$ cat config.mk
export PLATFORM = sky130hd
export DESIGN_NAME = bsx_top
export DESIGN_NICKNAME = d
export VERILOG_FILES = /design/src/hdl/bsx_pkg.sv /design/src/hdl/bsx_apb_regs.sv /design/src/hdl/bsx_decode.sv /design/src/hdl/bsx_state.sv /design/src/hdl/bsx_execute.sv /design/src/hdl/bsx_result.sv /design/src/hdl/bsx_top.sv
export SDC_FILE = /design/constraint.sdc
export NUM_CORES = 1
export LEC_CHECK = 0
export ABC_AREA = 1
export BUFFER_PORTS_ARGS = -buffer_cell sky130_fd_sc_hd__buf_2
export CAP_MARGIN = 5
export CORE_MARGIN = 2
export CORE_UTILIZATION = 45
export CTS_CLUSTER_SIZE = 16
export DETAILED_ROUTE_END_ITERATION = 12
export PLACE_DENSITY = 0.74
export SLEW_MARGIN = 15
export SYNTH_ARGS = -nofsm -noshare
export SYNTH_HDL_FRONTEND = slang
export SYNTH_SLANG_ARGS = --single-unit
export TNS_END_PERCENT = 20
$ cat constraint.sdc
create_clock -name i_clk -period 2.86 [get_ports i_clk]
set_input_delay 0.715 -clock i_clk [delete_from_list [all_inputs] [get_ports i_clk]]
set_output_delay 0.715 -clock i_clk [all_outputs]
set_load 0.005 [all_outputs]
$ cat src/hdl/bsx_pkg.sv
// ~~~~~~~~~~~~~~~~~~~~~~~~~~~~~~~~~~~~~~~~~~~~~~~
// shared constants and types of the bit-serial
// execution subsystem, referenced by scoped names
// ~~~~~~~~~~~~~~~~~~~~~~~~~~~~~~~~~~~~~~~~~~~~~~~
`default_nettype none

package bsx_pkg;

   localparam int XLEN = 32;

   // apb register map in byte addresses
   localparam logic [7:0] ADDR_CTRL   = 8'h00;
   localparam logic [7:0] ADDR_STATUS = 8'h04;
   localparam logic [7:0] ADDR_RS1    = 8'h08;
   localparam logic [7:0] ADDR_RS2    = 8'h0C;
   localparam logic [7:0] ADDR_INSTR  = 8'h10;
   localparam logic [7:0] ADDR_RESULT = 8'h14;

   // status word bit positions
   localparam int STS_BUSY    = 0;
   localparam int STS_DONE    = 1;
   localparam int STS_ILLEGAL = 2;
   localparam int STS_TAKEN   = 3;

   // rv32i opcodes in scope
   localparam logic [6:0] OPC_OP     = 7'b0110011;
   localparam logic [6:0] OPC_OP_IMM = 7'b0010011;
   localparam logic [6:0] OPC_BRANCH = 7'b1100011;

   // funct3 for alu and compare ops
   localparam logic [2:0] F3_ADD  = 3'b000;
   localparam logic [2:0] F3_SLT  = 3'b010;
   localparam logic [2:0] F3_SLTU = 3'b011;
   localparam logic [2:0] F3_XOR  = 3'b100;
   localparam logic [2:0] F3_OR   = 3'b110;
   localparam logic [2:0] F3_AND  = 3'b111;
   // funct3 for branches
   localparam logic [2:0] F3_BEQ  = 3'b000;
   localparam logic [2:0] F3_BNE  = 3'b001;
   localparam logic [2:0] F3_BLT  = 3'b100;
   localparam logic [2:0] F3_BGE  = 3'b101;
   localparam logic [2:0] F3_BLTU = 3'b110;
   localparam logic [2:0] F3_BGEU = 3'b111;
   // funct7 alt selects sub
   localparam logic [6:0] F7_BASE = 7'b0000000;
   localparam logic [6:0] F7_ALT  = 7'b0100000;

   typedef struct packed {
      logic [7:0]  paddr;
      logic        psel;
      logic        penable;
      logic        pwrite;
      logic [31:0] pwdata;
   } bsx_apb_req_t;

   typedef struct packed {
      logic [31:0] prdata;
      logic        pready;
      logic        pslverr;
   } bsx_apb_rsp_t;

   typedef enum logic [1:0] {
      ALU_ADD = 2'd0,
      ALU_XOR = 2'd1,
      ALU_OR  = 2'd2,
      ALU_AND = 2'd3
   } bsx_alu_op_e;

   typedef struct packed {
      bsx_alu_op_e alu_op;
      logic        sub;
      logic        use_imm;
      logic        cmp_op;
      logic        is_unsigned;
      logic        branch;
      logic        cond_invert;
      logic        cond_eq;
      logic        illegal;
   } bsx_ctrl_t;

   typedef struct packed {
      logic [6:0] funct7;
      logic [4:0] rs2;
      logic [4:0] rs1;
      logic [2:0] funct3;
      logic [4:0] rd;
      logic [6:0] opcode;
   } bsx_r_view_t;

   typedef struct packed {
      logic [11:0] imm;
      logic [4:0]  rs1;
      logic [2:0]  funct3;
      logic [4:0]  rd;
      logic [6:0]  opcode;
   } bsx_i_view_t;

   typedef struct packed {
      logic [6:0] imm_hi;
      logic [4:0] rs2;
      logic [4:0] rs1;
      logic [2:0] funct3;
      logic [4:0] imm_lo;
      logic [6:0] opcode;
   } bsx_b_view_t;

   // one instruction word in three encodings
   typedef union packed {
      bsx_r_view_t r_view;
      bsx_i_view_t i_view;
      bsx_b_view_t b_view;
   } bsx_instr_u;

   typedef struct packed {
      logic busy;
      logic done;
      logic illegal;
      logic taken;
   } bsx_status_t;

endpackage

`default_nettype wire

$ cat src/hdl/bsx_apb_regs.sv
// ~~~~~~~~~~~~~~~~~~~~~~~~~~~~~~~~~~~~~~~~~~~~~~~
// apb slave with the operand, instruction, ctrl
// and status registers; no wait states, a start
// write pulses o_start for one cycle
// ~~~~~~~~~~~~~~~~~~~~~~~~~~~~~~~~~~~~~~~~~~~~~~~
`timescale 1ns/10ps
`default_nettype none

module bsx_apb_regs (
   input  wire                      i_clk,
   input  wire                      i_rst,
   input  bsx_pkg::bsx_apb_req_t    i_apb,
   output bsx_pkg::bsx_apb_rsp_t    o_apb,
   input  wire                      i_busy,
   input  wire                      i_done,
   input  wire                      i_illegal,
   input  wire                      i_taken,
   input  wire [bsx_pkg::XLEN-1:0]  i_result,
   output logic                     o_start,
   output bsx_pkg::bsx_instr_u      o_instr,
   output logic [bsx_pkg::XLEN-1:0] o_rs1,
   output logic [bsx_pkg::XLEN-1:0] o_rs2
);

   logic                     access;
   logic                     known;
   logic                     read_only;
   logic                     err;
   logic                     wr_ok;
   logic                     start_req;
   logic                     done_q;
   logic                     illegal_q;
   logic                     taken_q;
   logic [bsx_pkg::XLEN-1:0] result_q;
   logic [bsx_pkg::XLEN-1:0] rdata;
   bsx_pkg::bsx_status_t     sts;

   // access phase always completes
   assign access = i_apb.psel & i_apb.penable;

   assign known = (i_apb.paddr == bsx_pkg::ADDR_CTRL)  | (i_apb.paddr == bsx_pkg::ADDR_STATUS) |
                  (i_apb.paddr == bsx_pkg::ADDR_RS1)   | (i_apb.paddr == bsx_pkg::ADDR_RS2)    |
                  (i_apb.paddr == bsx_pkg::ADDR_INSTR) | (i_apb.paddr == bsx_pkg::ADDR_RESULT);
   assign read_only = (i_apb.paddr == bsx_pkg::ADDR_STATUS) |
                      (i_apb.paddr == bsx_pkg::ADDR_RESULT);

   // bad address, ro write or any write while busy
   assign err       = access & (~known | (i_apb.pwrite & (read_only | i_busy)));
   assign wr_ok     = access & i_apb.pwrite & ~err;
   assign start_req = wr_ok & (i_apb.paddr == bsx_pkg::ADDR_CTRL) & i_apb.pwdata[0];

   always_ff @(posedge i_clk) begin
      if (i_rst) begin
         o_start   <= 1'b0;
         o_rs1     <= '0;
         o_rs2     <= '0;
         o_instr   <= '0;
         done_q    <= 1'b0;
         illegal_q <= 1'b0;
         taken_q   <= 1'b0;
         result_q  <= '0;
      end else begin
         o_start <= start_req;
         if (wr_ok & (i_apb.paddr == bsx_pkg::ADDR_RS1))
            o_rs1 <= i_apb.pwdata;
         if (wr_ok & (i_apb.paddr == bsx_pkg::ADDR_RS2))
            o_rs2 <= i_apb.pwdata;
         if (wr_ok & (i_apb.paddr == bsx_pkg::ADDR_INSTR))
            o_instr <= i_apb.pwdata;
         // capture outcome of the finished op
         if (i_done) begin
            done_q    <= 1'b1;
            illegal_q <= i_illegal;
            taken_q   <= i_taken;
            result_q  <= i_result;
         end else if (start_req) begin
            done_q <= 1'b0;
         end
      end
   end

   // busy is live, the rest held since done
   assign sts.busy    = i_busy;
   assign sts.done    = done_q;
   assign sts.illegal = illegal_q;
   assign sts.taken   = taken_q;

   always_comb begin
      rdata = '0;
      case (i_apb.paddr)
         bsx_pkg::ADDR_STATUS: begin
            rdata[bsx_pkg::STS_BUSY]    = sts.busy;
            rdata[bsx_pkg::STS_DONE]    = sts.done;
            rdata[bsx_pkg::STS_ILLEGAL] = sts.illegal;
            rdata[bsx_pkg::STS_TAKEN]   = sts.taken;
         end
         bsx_pkg::ADDR_RS1:    rdata = o_rs1;
         bsx_pkg::ADDR_RS2:    rdata = o_rs2;
         bsx_pkg::ADDR_INSTR:  rdata = o_instr;
         bsx_pkg::ADDR_RESULT: rdata = result_q;
         default:              rdata = '0;
      endcase
   end

   assign o_apb.prdata  = (access & ~i_apb.pwrite) ? rdata : '0;
   assign o_apb.pready  = 1'b1;
   assign o_apb.pslverr = err;

endmodule

`default_nettype wire

$ cat src/hdl/bsx_decode.sv
// ~~~~~~~~~~~~~~~~~~~~~~~~~~~~~~~~~~~~~~~~~~~~~~~
// combinational rv32i decoder for the alu, compare
// and branch subset; anything else is illegal
// ~~~~~~~~~~~~~~~~~~~~~~~~~~~~~~~~~~~~~~~~~~~~~~~
`timescale 1ns/10ps
`default_nettype none

module bsx_decode (
   input  bsx_pkg::bsx_instr_u      i_instr,
   output bsx_pkg::bsx_ctrl_t       o_ctrl,
   output logic [bsx_pkg::XLEN-1:0] o_imm
);

   logic       is_op;
   logic       is_imm;
   logic [2:0] f3;
   logic       f7_alt;
   logic       f7_ok;

   assign is_op  = (i_instr.r_view.opcode == bsx_pkg::OPC_OP);
   assign is_imm = (i_instr.r_view.opcode == bsx_pkg::OPC_OP_IMM);

   // funct3 sits in the same bits in r and i words
   assign f3 = i_instr.r_view.funct3;

   // funct7 only matters for r-type, alt only with add
   assign f7_alt = (i_instr.r_view.funct7 == bsx_pkg::F7_ALT);
   assign f7_ok  = is_imm | (i_instr.r_view.funct7 == bsx_pkg::F7_BASE) |
                   (f7_alt & (f3 == bsx_pkg::F3_ADD));

   // i-type immediate, sign extended
   assign o_imm = {{(bsx_pkg::XLEN-12){i_instr.i_view.imm[11]}}, i_instr.i_view.imm};

   always_comb begin
      o_ctrl = '0;
      if (is_op | is_imm) begin
         o_ctrl.use_imm = is_imm;
         o_ctrl.illegal = ~f7_ok;
         case (f3)
            bsx_pkg::F3_ADD: o_ctrl.sub = is_op & f7_alt;
            bsx_pkg::F3_XOR: o_ctrl.alu_op = bsx_pkg::ALU_XOR;
            bsx_pkg::F3_OR:  o_ctrl.alu_op = bsx_pkg::ALU_OR;
            bsx_pkg::F3_AND: o_ctrl.alu_op = bsx_pkg::ALU_AND;
            bsx_pkg::F3_SLT: begin
               o_ctrl.sub    = 1'b1;
               o_ctrl.cmp_op = 1'b1;
            end
            bsx_pkg::F3_SLTU: begin
               o_ctrl.sub         = 1'b1;
               o_ctrl.cmp_op      = 1'b1;
               o_ctrl.is_unsigned = 1'b1;
            end
            // shifts are out of scope
            default: o_ctrl.illegal = 1'b1;
         endcase
      end else if (i_instr.b_view.opcode == bsx_pkg::OPC_BRANCH) begin
         // branches compare by subtracting rs2
         o_ctrl.sub    = 1'b1;
         o_ctrl.branch = 1'b1;
         case (i_instr.b_view.funct3)
            bsx_pkg::F3_BEQ:  o_ctrl.cond_eq = 1'b1;
            bsx_pkg::F3_BNE: begin
               o_ctrl.cond_eq     = 1'b1;
               o_ctrl.cond_invert = 1'b1;
            end
            bsx_pkg::F3_BLT:  o_ctrl.cond_eq = 1'b0;
            bsx_pkg::F3_BGE:  o_ctrl.cond_invert = 1'b1;
            bsx_pkg::F3_BLTU: o_ctrl.is_unsigned = 1'b1;
            bsx_pkg::F3_BGEU: begin
               o_ctrl.is_unsigned = 1'b1;
               o_ctrl.cond_invert = 1'b1;
            end
            default: o_ctrl.illegal = 1'b1;
         endcase
      end else begin
         o_ctrl.illegal = 1'b1;
      end
   end

endmodule

`default_nettype wire

$ cat src/hdl/bsx_state.sv
// ~~~~~~~~~~~~~~~~~~~~~~~~~~~~~~~~~~~~~~~~~~~~~~~
// sequencer for one serial op: init cycle, 32
// counted bit cycles and a done pulse on the last
// ~~~~~~~~~~~~~~~~~~~~~~~~~~~~~~~~~~~~~~~~~~~~~~~
`timescale 1ns/10ps
`default_nettype none

module bsx_state (
   input  wire  i_clk,
   input  wire  i_rst,
   input  wire  i_start,
   input  wire  i_illegal,
   output logic o_init,
   output logic o_cnt_en,
   output logic o_cnt0,
   output logic o_last,
   output logic o_done,
   output logic o_busy
);

   logic       init_q;
   logic       ill_q;
   logic [2:0] cnt_hi;
   logic [3:0] ring;

   // count = {cnt_hi, one-hot position in ring}
   // ring advances every cycle, cnt_hi once per lap
   always_ff @(posedge i_clk) begin
      if (i_rst) begin
         init_q <= 1'b0;
         ill_q  <= 1'b0;
         cnt_hi <= 3'd0;
         ring   <= 4'b0000;
      end else begin
         // an illegal op never enters init
         init_q <= i_start & ~i_illegal;
         ill_q  <= i_start & i_illegal;
         cnt_hi <= cnt_hi + {2'd0, ring[3]};
         // init seeds the ring, last bit lets it drain
         ring   <= {ring[2:0], (ring[3] & ~o_last) | init_q};
      end
   end

   assign o_init   = init_q;
   assign o_cnt_en = |ring;
   assign o_cnt0   = (cnt_hi == 3'd0) & ring[0];
   assign o_last   = (cnt_hi == 3'd7) & ring[3];

   // done on bit 31, or right away for an illegal start
   assign o_done = o_last | ill_q;
   assign o_busy = init_q | o_cnt_en | ill_q;

endmodule

`default_nettype wire

$ cat src/hdl/bsx_execute.sv
// ~~~~~~~~~~~~~~~~~~~~~~~~~~~~~~~~~~~~~~~~~~~~~~~
// serial execute stage: operand shift registers
// and a one-bit adder/logic unit, lsb first
// ~~~~~~~~~~~~~~~~~~~~~~~~~~~~~~~~~~~~~~~~~~~~~~~
`timescale 1ns/10ps
`default_nettype none

module bsx_execute (
   input  wire                     i_clk,
   input  wire                     i_rst,
   input  wire                     i_init,
   input  wire                     i_cnt_en,
   input  wire                     i_cnt0,
   input  bsx_pkg::bsx_ctrl_t      i_ctrl,
   input  wire [bsx_pkg::XLEN-1:0] i_rs1,
   input  wire [bsx_pkg::XLEN-1:0] i_rs2,
   input  wire [bsx_pkg::XLEN-1:0] i_imm,
   output logic                    o_rd_bit,
   output logic                    o_sum_bit,
   output logic                    o_a_bit,
   output logic                    o_b_bit
);

   logic [bsx_pkg::XLEN-1:0] a_q;
   logic [bsx_pkg::XLEN-1:0] b_q;
   logic                     carry_q;
   logic                     carry_in;
   logic                     b_eff;
   logic                     carry_out;

   // operands load on init, then shift right each bit
   always_ff @(posedge i_clk) begin
      if (i_init) begin
         a_q <= i_rs1;
         b_q <= i_ctrl.use_imm ? i_imm : i_rs2;
      end else if (i_cnt_en) begin
         a_q <= {1'b0, a_q[bsx_pkg::XLEN-1:1]};
         b_q <= {1'b0, b_q[bsx_pkg::XLEN-1:1]};
      end
   end

   // carry preset to sub gives the +1 of two's complement
   always_ff @(posedge i_clk) begin
      if (i_rst)
         carry_q <= 1'b0;
      else if (i_init)
         carry_q <= i_ctrl.sub;
      else if (i_cnt_en)
         carry_q <= carry_out;
   end

   assign o_a_bit = a_q[0];
   assign o_b_bit = b_q[0];

   // bit 0 takes its carry straight from sub
   assign carry_in = i_cnt0 ? i_ctrl.sub : carry_q;

   // b inverted for subtract
   assign b_eff     = o_b_bit ^ i_ctrl.sub;
   assign o_sum_bit = o_a_bit ^ b_eff ^ carry_in;
   assign carry_out = (o_a_bit & b_eff) | (carry_in & (o_a_bit ^ b_eff));

   always_comb begin
      case (i_ctrl.alu_op)
         bsx_pkg::ALU_ADD: o_rd_bit = o_sum_bit;
         bsx_pkg::ALU_XOR: o_rd_bit = o_a_bit ^ o_b_bit;
         bsx_pkg::ALU_OR:  o_rd_bit = o_a_bit | o_b_bit;
         bsx_pkg::ALU_AND: o_rd_bit = o_a_bit & o_b_bit;
         default:          o_rd_bit = o_sum_bit;
      endcase
   end

endmodule

`default_nettype wire

$ cat src/hdl/bsx_result.sv
// ~~~~~~~~~~~~~~~~~~~~~~~~~~~~~~~~~~~~~~~~~~~~~~~
// collects the serial result word and forms the
// less-than, equality and branch taken flags
// ~~~~~~~~~~~~~~~~~~~~~~~~~~~~~~~~~~~~~~~~~~~~~~~
`timescale 1ns/10ps
`default_nettype none

module bsx_result (
   input  wire                      i_clk,
   input  wire                      i_rst,
   input  wire                      i_init,
   input  wire                      i_cnt_en,
   input  wire                      i_last,
   input  wire                      i_done,
   input  bsx_pkg::bsx_ctrl_t       i_ctrl,
   input  wire                      i_rd_bit,
   input  wire                      i_sum_bit,
   input  wire                      i_a_bit,
   input  wire                      i_b_bit,
   output logic [bsx_pkg::XLEN-1:0] o_result,
   output logic                     o_taken,
   output logic                     o_illegal
);

   logic [bsx_pkg::XLEN-1:0] res_q;
   logic [bsx_pkg::XLEN-1:0] res_next;
   logic                     eq_q;
   logic                     eq_all;
   logic                     lt;
   logic                     cmp_flag;

   // bits enter at the msb end and walk down
   assign res_next = {i_rd_bit, res_q[bsx_pkg::XLEN-1:1]};

   always_ff @(posedge i_clk) begin
      if (i_cnt_en)
         res_q <= res_next;
   end

   // stays set while every difference bit is zero
   always_ff @(posedge i_clk) begin
      if (i_rst)
         eq_q <= 1'b0;
      else if (i_init)
         eq_q <= 1'b1;
      else if (i_cnt_en)
         eq_q <= eq_all;
   end

   assign eq_all = eq_q & ~i_sum_bit;

   // on the sign bit: differing signs decide directly,
   // otherwise the sign of a - b
   assign lt = (i_a_bit ^ i_b_bit) ? (i_ctrl.is_unsigned ? i_b_bit : i_a_bit) : i_sum_bit;

   assign cmp_flag = i_ctrl.cond_eq ? eq_all : lt;
   assign o_taken  = i_last & i_ctrl.branch & (cmp_flag ^ i_ctrl.cond_invert);
   assign o_illegal = i_done & i_ctrl.illegal;

   // final word as it stands after the last shift
   always_comb begin
      if (i_ctrl.illegal)
         o_result = '0;
      else if (i_ctrl.cmp_op)
         o_result = {{(bsx_pkg::XLEN-1){1'b0}}, lt};
      else
         o_result = res_next;
   end

endmodule

`default_nettype wire

$ cat src/hdl/bsx_top.sv
// ~~~~~~~~~~~~~~~~~~~~~~~~~~~~~~~~~~~~~~~~~~~~~~~
// top of the bit-serial execution subsystem,
// one apb slave port toward the host
// ~~~~~~~~~~~~~~~~~~~~~~~~~~~~~~~~~~~~~~~~~~~~~~~
`timescale 1ns/10ps
`default_nettype none

module bsx_top (
   input  wire                   i_clk,
   input  wire                   i_rst,
   input  bsx_pkg::bsx_apb_req_t i_apb,
   output bsx_pkg::bsx_apb_rsp_t o_apb
);

   logic                     start;
   bsx_pkg::bsx_instr_u      instr;
   logic [bsx_pkg::XLEN-1:0] rs1;
   logic [bsx_pkg::XLEN-1:0] rs2;
   bsx_pkg::bsx_ctrl_t       ctrl;
   logic [bsx_pkg::XLEN-1:0] imm;
   logic                     init;
   logic                     cnt_en;
   logic                     cnt0;
   logic                     last;
   logic                     done;
   logic                     busy;
   logic                     rd_bit;
   logic                     sum_bit;
   logic                     a_bit;
   logic                     b_bit;
   logic [bsx_pkg::XLEN-1:0] result;
   logic                     taken;
   logic                     illegal;

   bsx_apb_regs regs_i (
      .i_clk     (i_clk),
      .i_rst     (i_rst),
      .i_apb     (i_apb),
      .o_apb     (o_apb),
      .i_busy    (busy),
      .i_done    (done),
      .i_illegal (illegal),
      .i_taken   (taken),
      .i_result  (result),
      .o_start   (start),
      .o_instr   (instr),
      .o_rs1     (rs1),
      .o_rs2     (rs2)
   );

   bsx_decode decode_i (
      .i_instr (instr),
      .o_ctrl  (ctrl),
      .o_imm   (imm)
   );

   // illegal starts skip straight to done
   bsx_state state_i (
      .i_clk     (i_clk),
      .i_rst     (i_rst),
      .i_start   (start),
      .i_illegal (ctrl.illegal),
      .o_init    (init),
      .o_cnt_en  (cnt_en),
      .o_cnt0    (cnt0),
      .o_last    (last),
      .o_done    (done),
      .o_busy    (busy)
   );

   bsx_execute execute_i (
      .i_clk     (i_clk),
      .i_rst     (i_rst),
      .i_init    (init),
      .i_cnt_en  (cnt_en),
      .i_cnt0    (cnt0),
      .i_ctrl    (ctrl),
      .i_rs1     (rs1),
      .i_rs2     (rs2),
      .i_imm     (imm),
      .o_rd_bit  (rd_bit),
      .o_sum_bit (sum_bit),
      .o_a_bit   (a_bit),
      .o_b_bit   (b_bit)
   );

   bsx_result result_i (
      .i_clk     (i_clk),
      .i_rst     (i_rst),
      .i_init    (init),
      .i_cnt_en  (cnt_en),
      .i_last    (last),
      .i_done    (done),
      .i_ctrl    (ctrl),
      .i_rd_bit  (rd_bit),
      .i_sum_bit (sum_bit),
      .i_a_bit   (a_bit),
      .i_b_bit   (b_bit),
      .o_result  (result),
      .o_taken   (taken),
      .o_illegal (illegal)
   );

endmodule

`default_nettype wire

### Yosys cells after proc, flatten, opt, wreduce, memory -nomap -nowiden

Index checks and enable logic that the tools add are counted.

* logic and storage cells: 145
* input port bits: 45
* output and inout bits: 34
* bits in registers: 239

* equality and inequality tests: 20
* reductions and logical operators: 14
* bitwise logic cells: 54
* add/subtract/negate cells: 1
* mux-type cells: 39

Operators by type and width (number)
* 32-bit 2-to-1 mux: 8
* 28-bit case mux with 4 select lines: 1
* 1-bit AND: 25
* 1-bit 2-to-1 mux: 22
* 4-bit case mux with 5 select lines: 1
* 1-bit bitwise OR: 17
* 8-bit by 4-bit equality test with 1-bit output (second input constant): 2
* 8-bit by 5-bit equality test with 1-bit output (second input constant): 2
* 3-bit equality test (second input constant): 5
* 7-bit by 6-bit equality test with 1-bit output (second input constant): 2
* 6-bit OR reduction: 2
* 8-bit by 3-bit equality test with 1-bit output (second input constant): 1
* 8-bit logical NOT: 1
* 7-bit by 5-bit equality test with 1-bit output (second input constant): 1
* 7-bit equality test (second input constant): 1
* 7-bit logical NOT: 1
* 1-bit inverter: 7
* 3-bit by 2-bit equality test with 1-bit output (second input constant): 2
* 3-bit logical NOT: 2
* 2-bit case mux with 3 select lines: 1
* 2-bit OR reduction: 3
* 1-bit XOR: 5
* 2-bit equality test (second input constant): 2
* 2-bit 2-to-1 mux: 2
* 11 further kinds: 12

### Depth between registers and ports, before layout

* depth in word-level cells: 15
* mapped depth: 15
* depth with buffers taken out: 15

### Cells and area by module

From an unflattened synthesis, not the netlist that was laid out.

* cells, all modules: 1550
* area total of the unflattened synthesis: 11547.3 um2

Modules (own cells, without submodules)
* bsx_apb_regs: seq. area each 2642.5 um2, cells each 950, times used 1, area an instance 6212.2 um2
* bsx_execute: seq. area each 1941.9 um2, cells each 335, times used 1, area an instance 3121.7 um2
* bsx_result: seq. area each 950.9 um2, cells each 132, times used 1, area an instance 1353.8 um2
* bsx_decode: seq. area each 0.0 um2, cells each 93, times used 1, area an instance 516.7 um2
* bsx_state: seq. area each 180.2 um2, cells each 40, times used 1, area an instance 342.8 um2

### Worst setup path after synthesis

No wires, ideal clock.

* path kind: input to output
* from: input port i_apb[40] (netlist name)
* to: output port o_apb[12] (netlist name)
* buffers on the path: 0
* data arrival time: 1.923 ns
* required time: 2.145 ns
* stages on the path: 7
* slack: 0.222 ns
* cell sequence: nor2_1 nand2_1 nor2_4 nand4_1 a21oi_2 clkinv_1 a41oi_1

RTL lines
* start, declared: RTL line bsx_top.sv:11 `input bsx_pkg::bsx_apb_req_t i_apb,`
* end, declared: RTL line bsx_top.sv:12 `output bsx_pkg::bsx_apb_rsp_t o_apb`

==> results.ini <==
[grt]
grt_use_met1 = 0.3381
grt_max_degree = 99
busiest_layer = met2
antenna_found_initial = 0
grt_pass1_wl_um = 45320
grt.met2_usage = 0.3769
grt_pass1_vias = 8230
grt_util_all_layers = 0.2410
overflow = 0
use_met3 = 0.04623

[timing]
hold_viol_final = 0
fin_crit_sh = 1.029
period_needed_ps = 2942
tightest_slew_ps = 719.6
finalClockSkew_ps = 11.38
timing.final.ws_setup_ps = -82.32
clock.fmax_ghz = 0.3399
relSlewSlack = 0.5202
setup_viol = 18
grt_setup_unrepaired = true
holdWs_ps = 444.2
final.setup.tns_ps = -563.7
report.final.slew_viol_count = 0

[drt]
first_pass_iters = 6
vias_per_cell = 5.538
vias = 8911
routed_wl_um = 29910
drt-initial-drc-count = 992
drc = 0
ant_nets = 0
wl_per_cell_um = 18.59

[outcome]
violations = setup timing
outcome = finished, violations left

[die]
num_rows = 55
design.core.area_um2 = 22500
fp.dieH_um = 154.7
die_area_um2 = 23940
die_w_um = 154.7
io-pin-count = 79
start_util = 0.4543

[clock_network]
cts_tree = built
clk_latency_ps = 530
clk_pin_slew_ps = 50
cts_buffers = 25
clk_path_buf_depth = 3
htree_num_levels = 1
cts_sinks = 238
cts_hold_buf = 0
cts_root_buffer = clkbuf_16

[logic_synthesis]
syn_nets = 1267
synth_cells = 1217
synth_top_cell_area_share = 0.2800
ys_async_sr_fraction = 0
synth_area_um2 = 10220
synth_ff_type = dfxtp_1
syn_area_per_cell_um2 = 8.401
synth_edf_count = 95
yosysWarningCount = 0
synthTopCellsByArea = dfxtp_1, edfxtp_1, nand2_1
synth_cell_types = 44
yosysTopAreaCell = dfxtp_1
seq_area_frac_synth = 0.5591
synth_seq_cells = 238

[worst_hold_path]
hold_path_class = register to register
hold_depth = 2
hp-start = regs_i.o_start

[placement]
io_buffers = 77
gp_congestion = 0.9096
dp_hpwl_um = 19580

[worst_setup_path]
reg2reg_depth = 15
reg2reg_from = regs_i.o_instr[3]
crit_path_end_kind = output pin
worstPathMaxFanout = 19
cp-startpoint = i_apb[42]
startpoint_type = input pin
worstPathRequired_ps = 2140
setup.worst_path.class = input pin to output pin
crit_arrival_ps = 2230

[power_and_ir_drop]
p_leak_nw = 4.481
power_density_nw_per_um2 = 559.8
irDropWorstVdd_mv = 0.3341

[run]
cap_violations = 0

[layout]
syn_to_final_growth_pct = 19.42
diodes = 0
nNetsFinal = 1355
layout_commonest_cell = nand2_1
mostFrequentLayoutCells = nand2_1, nor2_1, dfxtp_1
drive_gt1_frac = 0.1850
fill_cells = 1980

==> path summary, 6_finish.rpt <==
kind / slack [ps] / endpoint
hold / removal: 440 / state_i.o_init
setup reg to reg: 170 / regs_i.taken_q
hold reg to reg: 440 / state_i.o_init
setup / recovery: -80 / o_apb[6]
==> synthesized netlist by cell type (3+ instances only) <==
cell type	n
dfxtp_1	143
inv_1	68
o21ai_0	94
a221oi_1	10
nor2_4	4
o21ai_2	3
nor3_1	6
buf_6	13
nand2_2	6
edfxtp_1	95
a41oi_1	15
a21oi_2	3
nand3_1	14
o22ai_1	4
a21oi_1	116
buf_4	5
buf_2	10
nor2_1	205
nand4_1	4
nand2_1	292
inv_2	7
clkbuf_1	38
nor2_2	3
ha_1	4
o21ai_1	29
==> final cells by class <==
class	count	area [µm²]	share of cell area
well taps	285	356.6	0.02921
flip-flops and latches	238	5717	0.4682
inverters	77	291.5	0.02388
clock buffers	36	686.9	0.05626
clock inverters	10	101.3	0.008301
repair buffers	130	1015	0.08311
multi-input cells	833	4041	0.3310
==> sequential cells by signal (all words and copies together), names as in the netlist, 4 cells and up <==
register         cells
execute_i.a_q       32
execute_i.b_q       32
regs_i.o_instr      32
regs_i.o_rs1        32
regs_i.o_rs2        32
regs_i.result_q     32
result_i.res_q      31
state_i.ring         4
==> worst max-delay path, stage by stage <==
cell and delay (ps):
buf_2 110, nor2_4 90, nand2_4 80, nor2_4 110, nand4_1 200, nor2_4 250
buf_12 190, a221oi_1 90, nor2_1 210, buf_2 160
==> cell families after synthesis <==
family,after synthesis,synth area share
compound gates,281,0.1518
xor+xnor,2,0.001714
fa+ha+maj,5,0.006854
buf+inv,146,0.06658
flops,238,0.5591
other cells,1,0.0003668
simple gates,544,0.2137
==> where the power goes <==
group	internal (W)	switching, W	leakage [nW]
clock network	0.00185	0.00132	0.389
registers	0.00350	0.000000539	2.01
logic	0.0000584	0.000112	2.09
total	0.00541	0.00143	4.48
==> routing by layer <==
metal  vias up  routed length (µm)
li1       4226                   -
met1      4214               12860
met2       417               13640
met3        54                2633
met4         0                 779
met5         -                   0
==> repair_timing <==
item	4_1_cts	5_1_grt
pin swaps	2	7
buffers inserted	0	5
setup endpoints to repair	25	34
gates resized for setup	21	50
gates cloned	0	1
==> stage by stage <==
stage	total power (W)	cell area [µm²]	util	setup WS (ps)	instances
2_1_floorplan	0.003647	10220	-	221.6	1217
3_3_place_gp	0.003729	11100	0.4932	-124.3	1557
3_5_place_dp	0.003730	11100	0.4932	-143.4	1557
4_1_cts	0.006867	11960	0.5314	-40.91	1603
5_1_grt	0.007009	12210	0.5426	-155.1	1609
6_report	0.006835	12210	0.5426	-82.32	1609
Note: power is estimated with default switching activity, not from simulation.
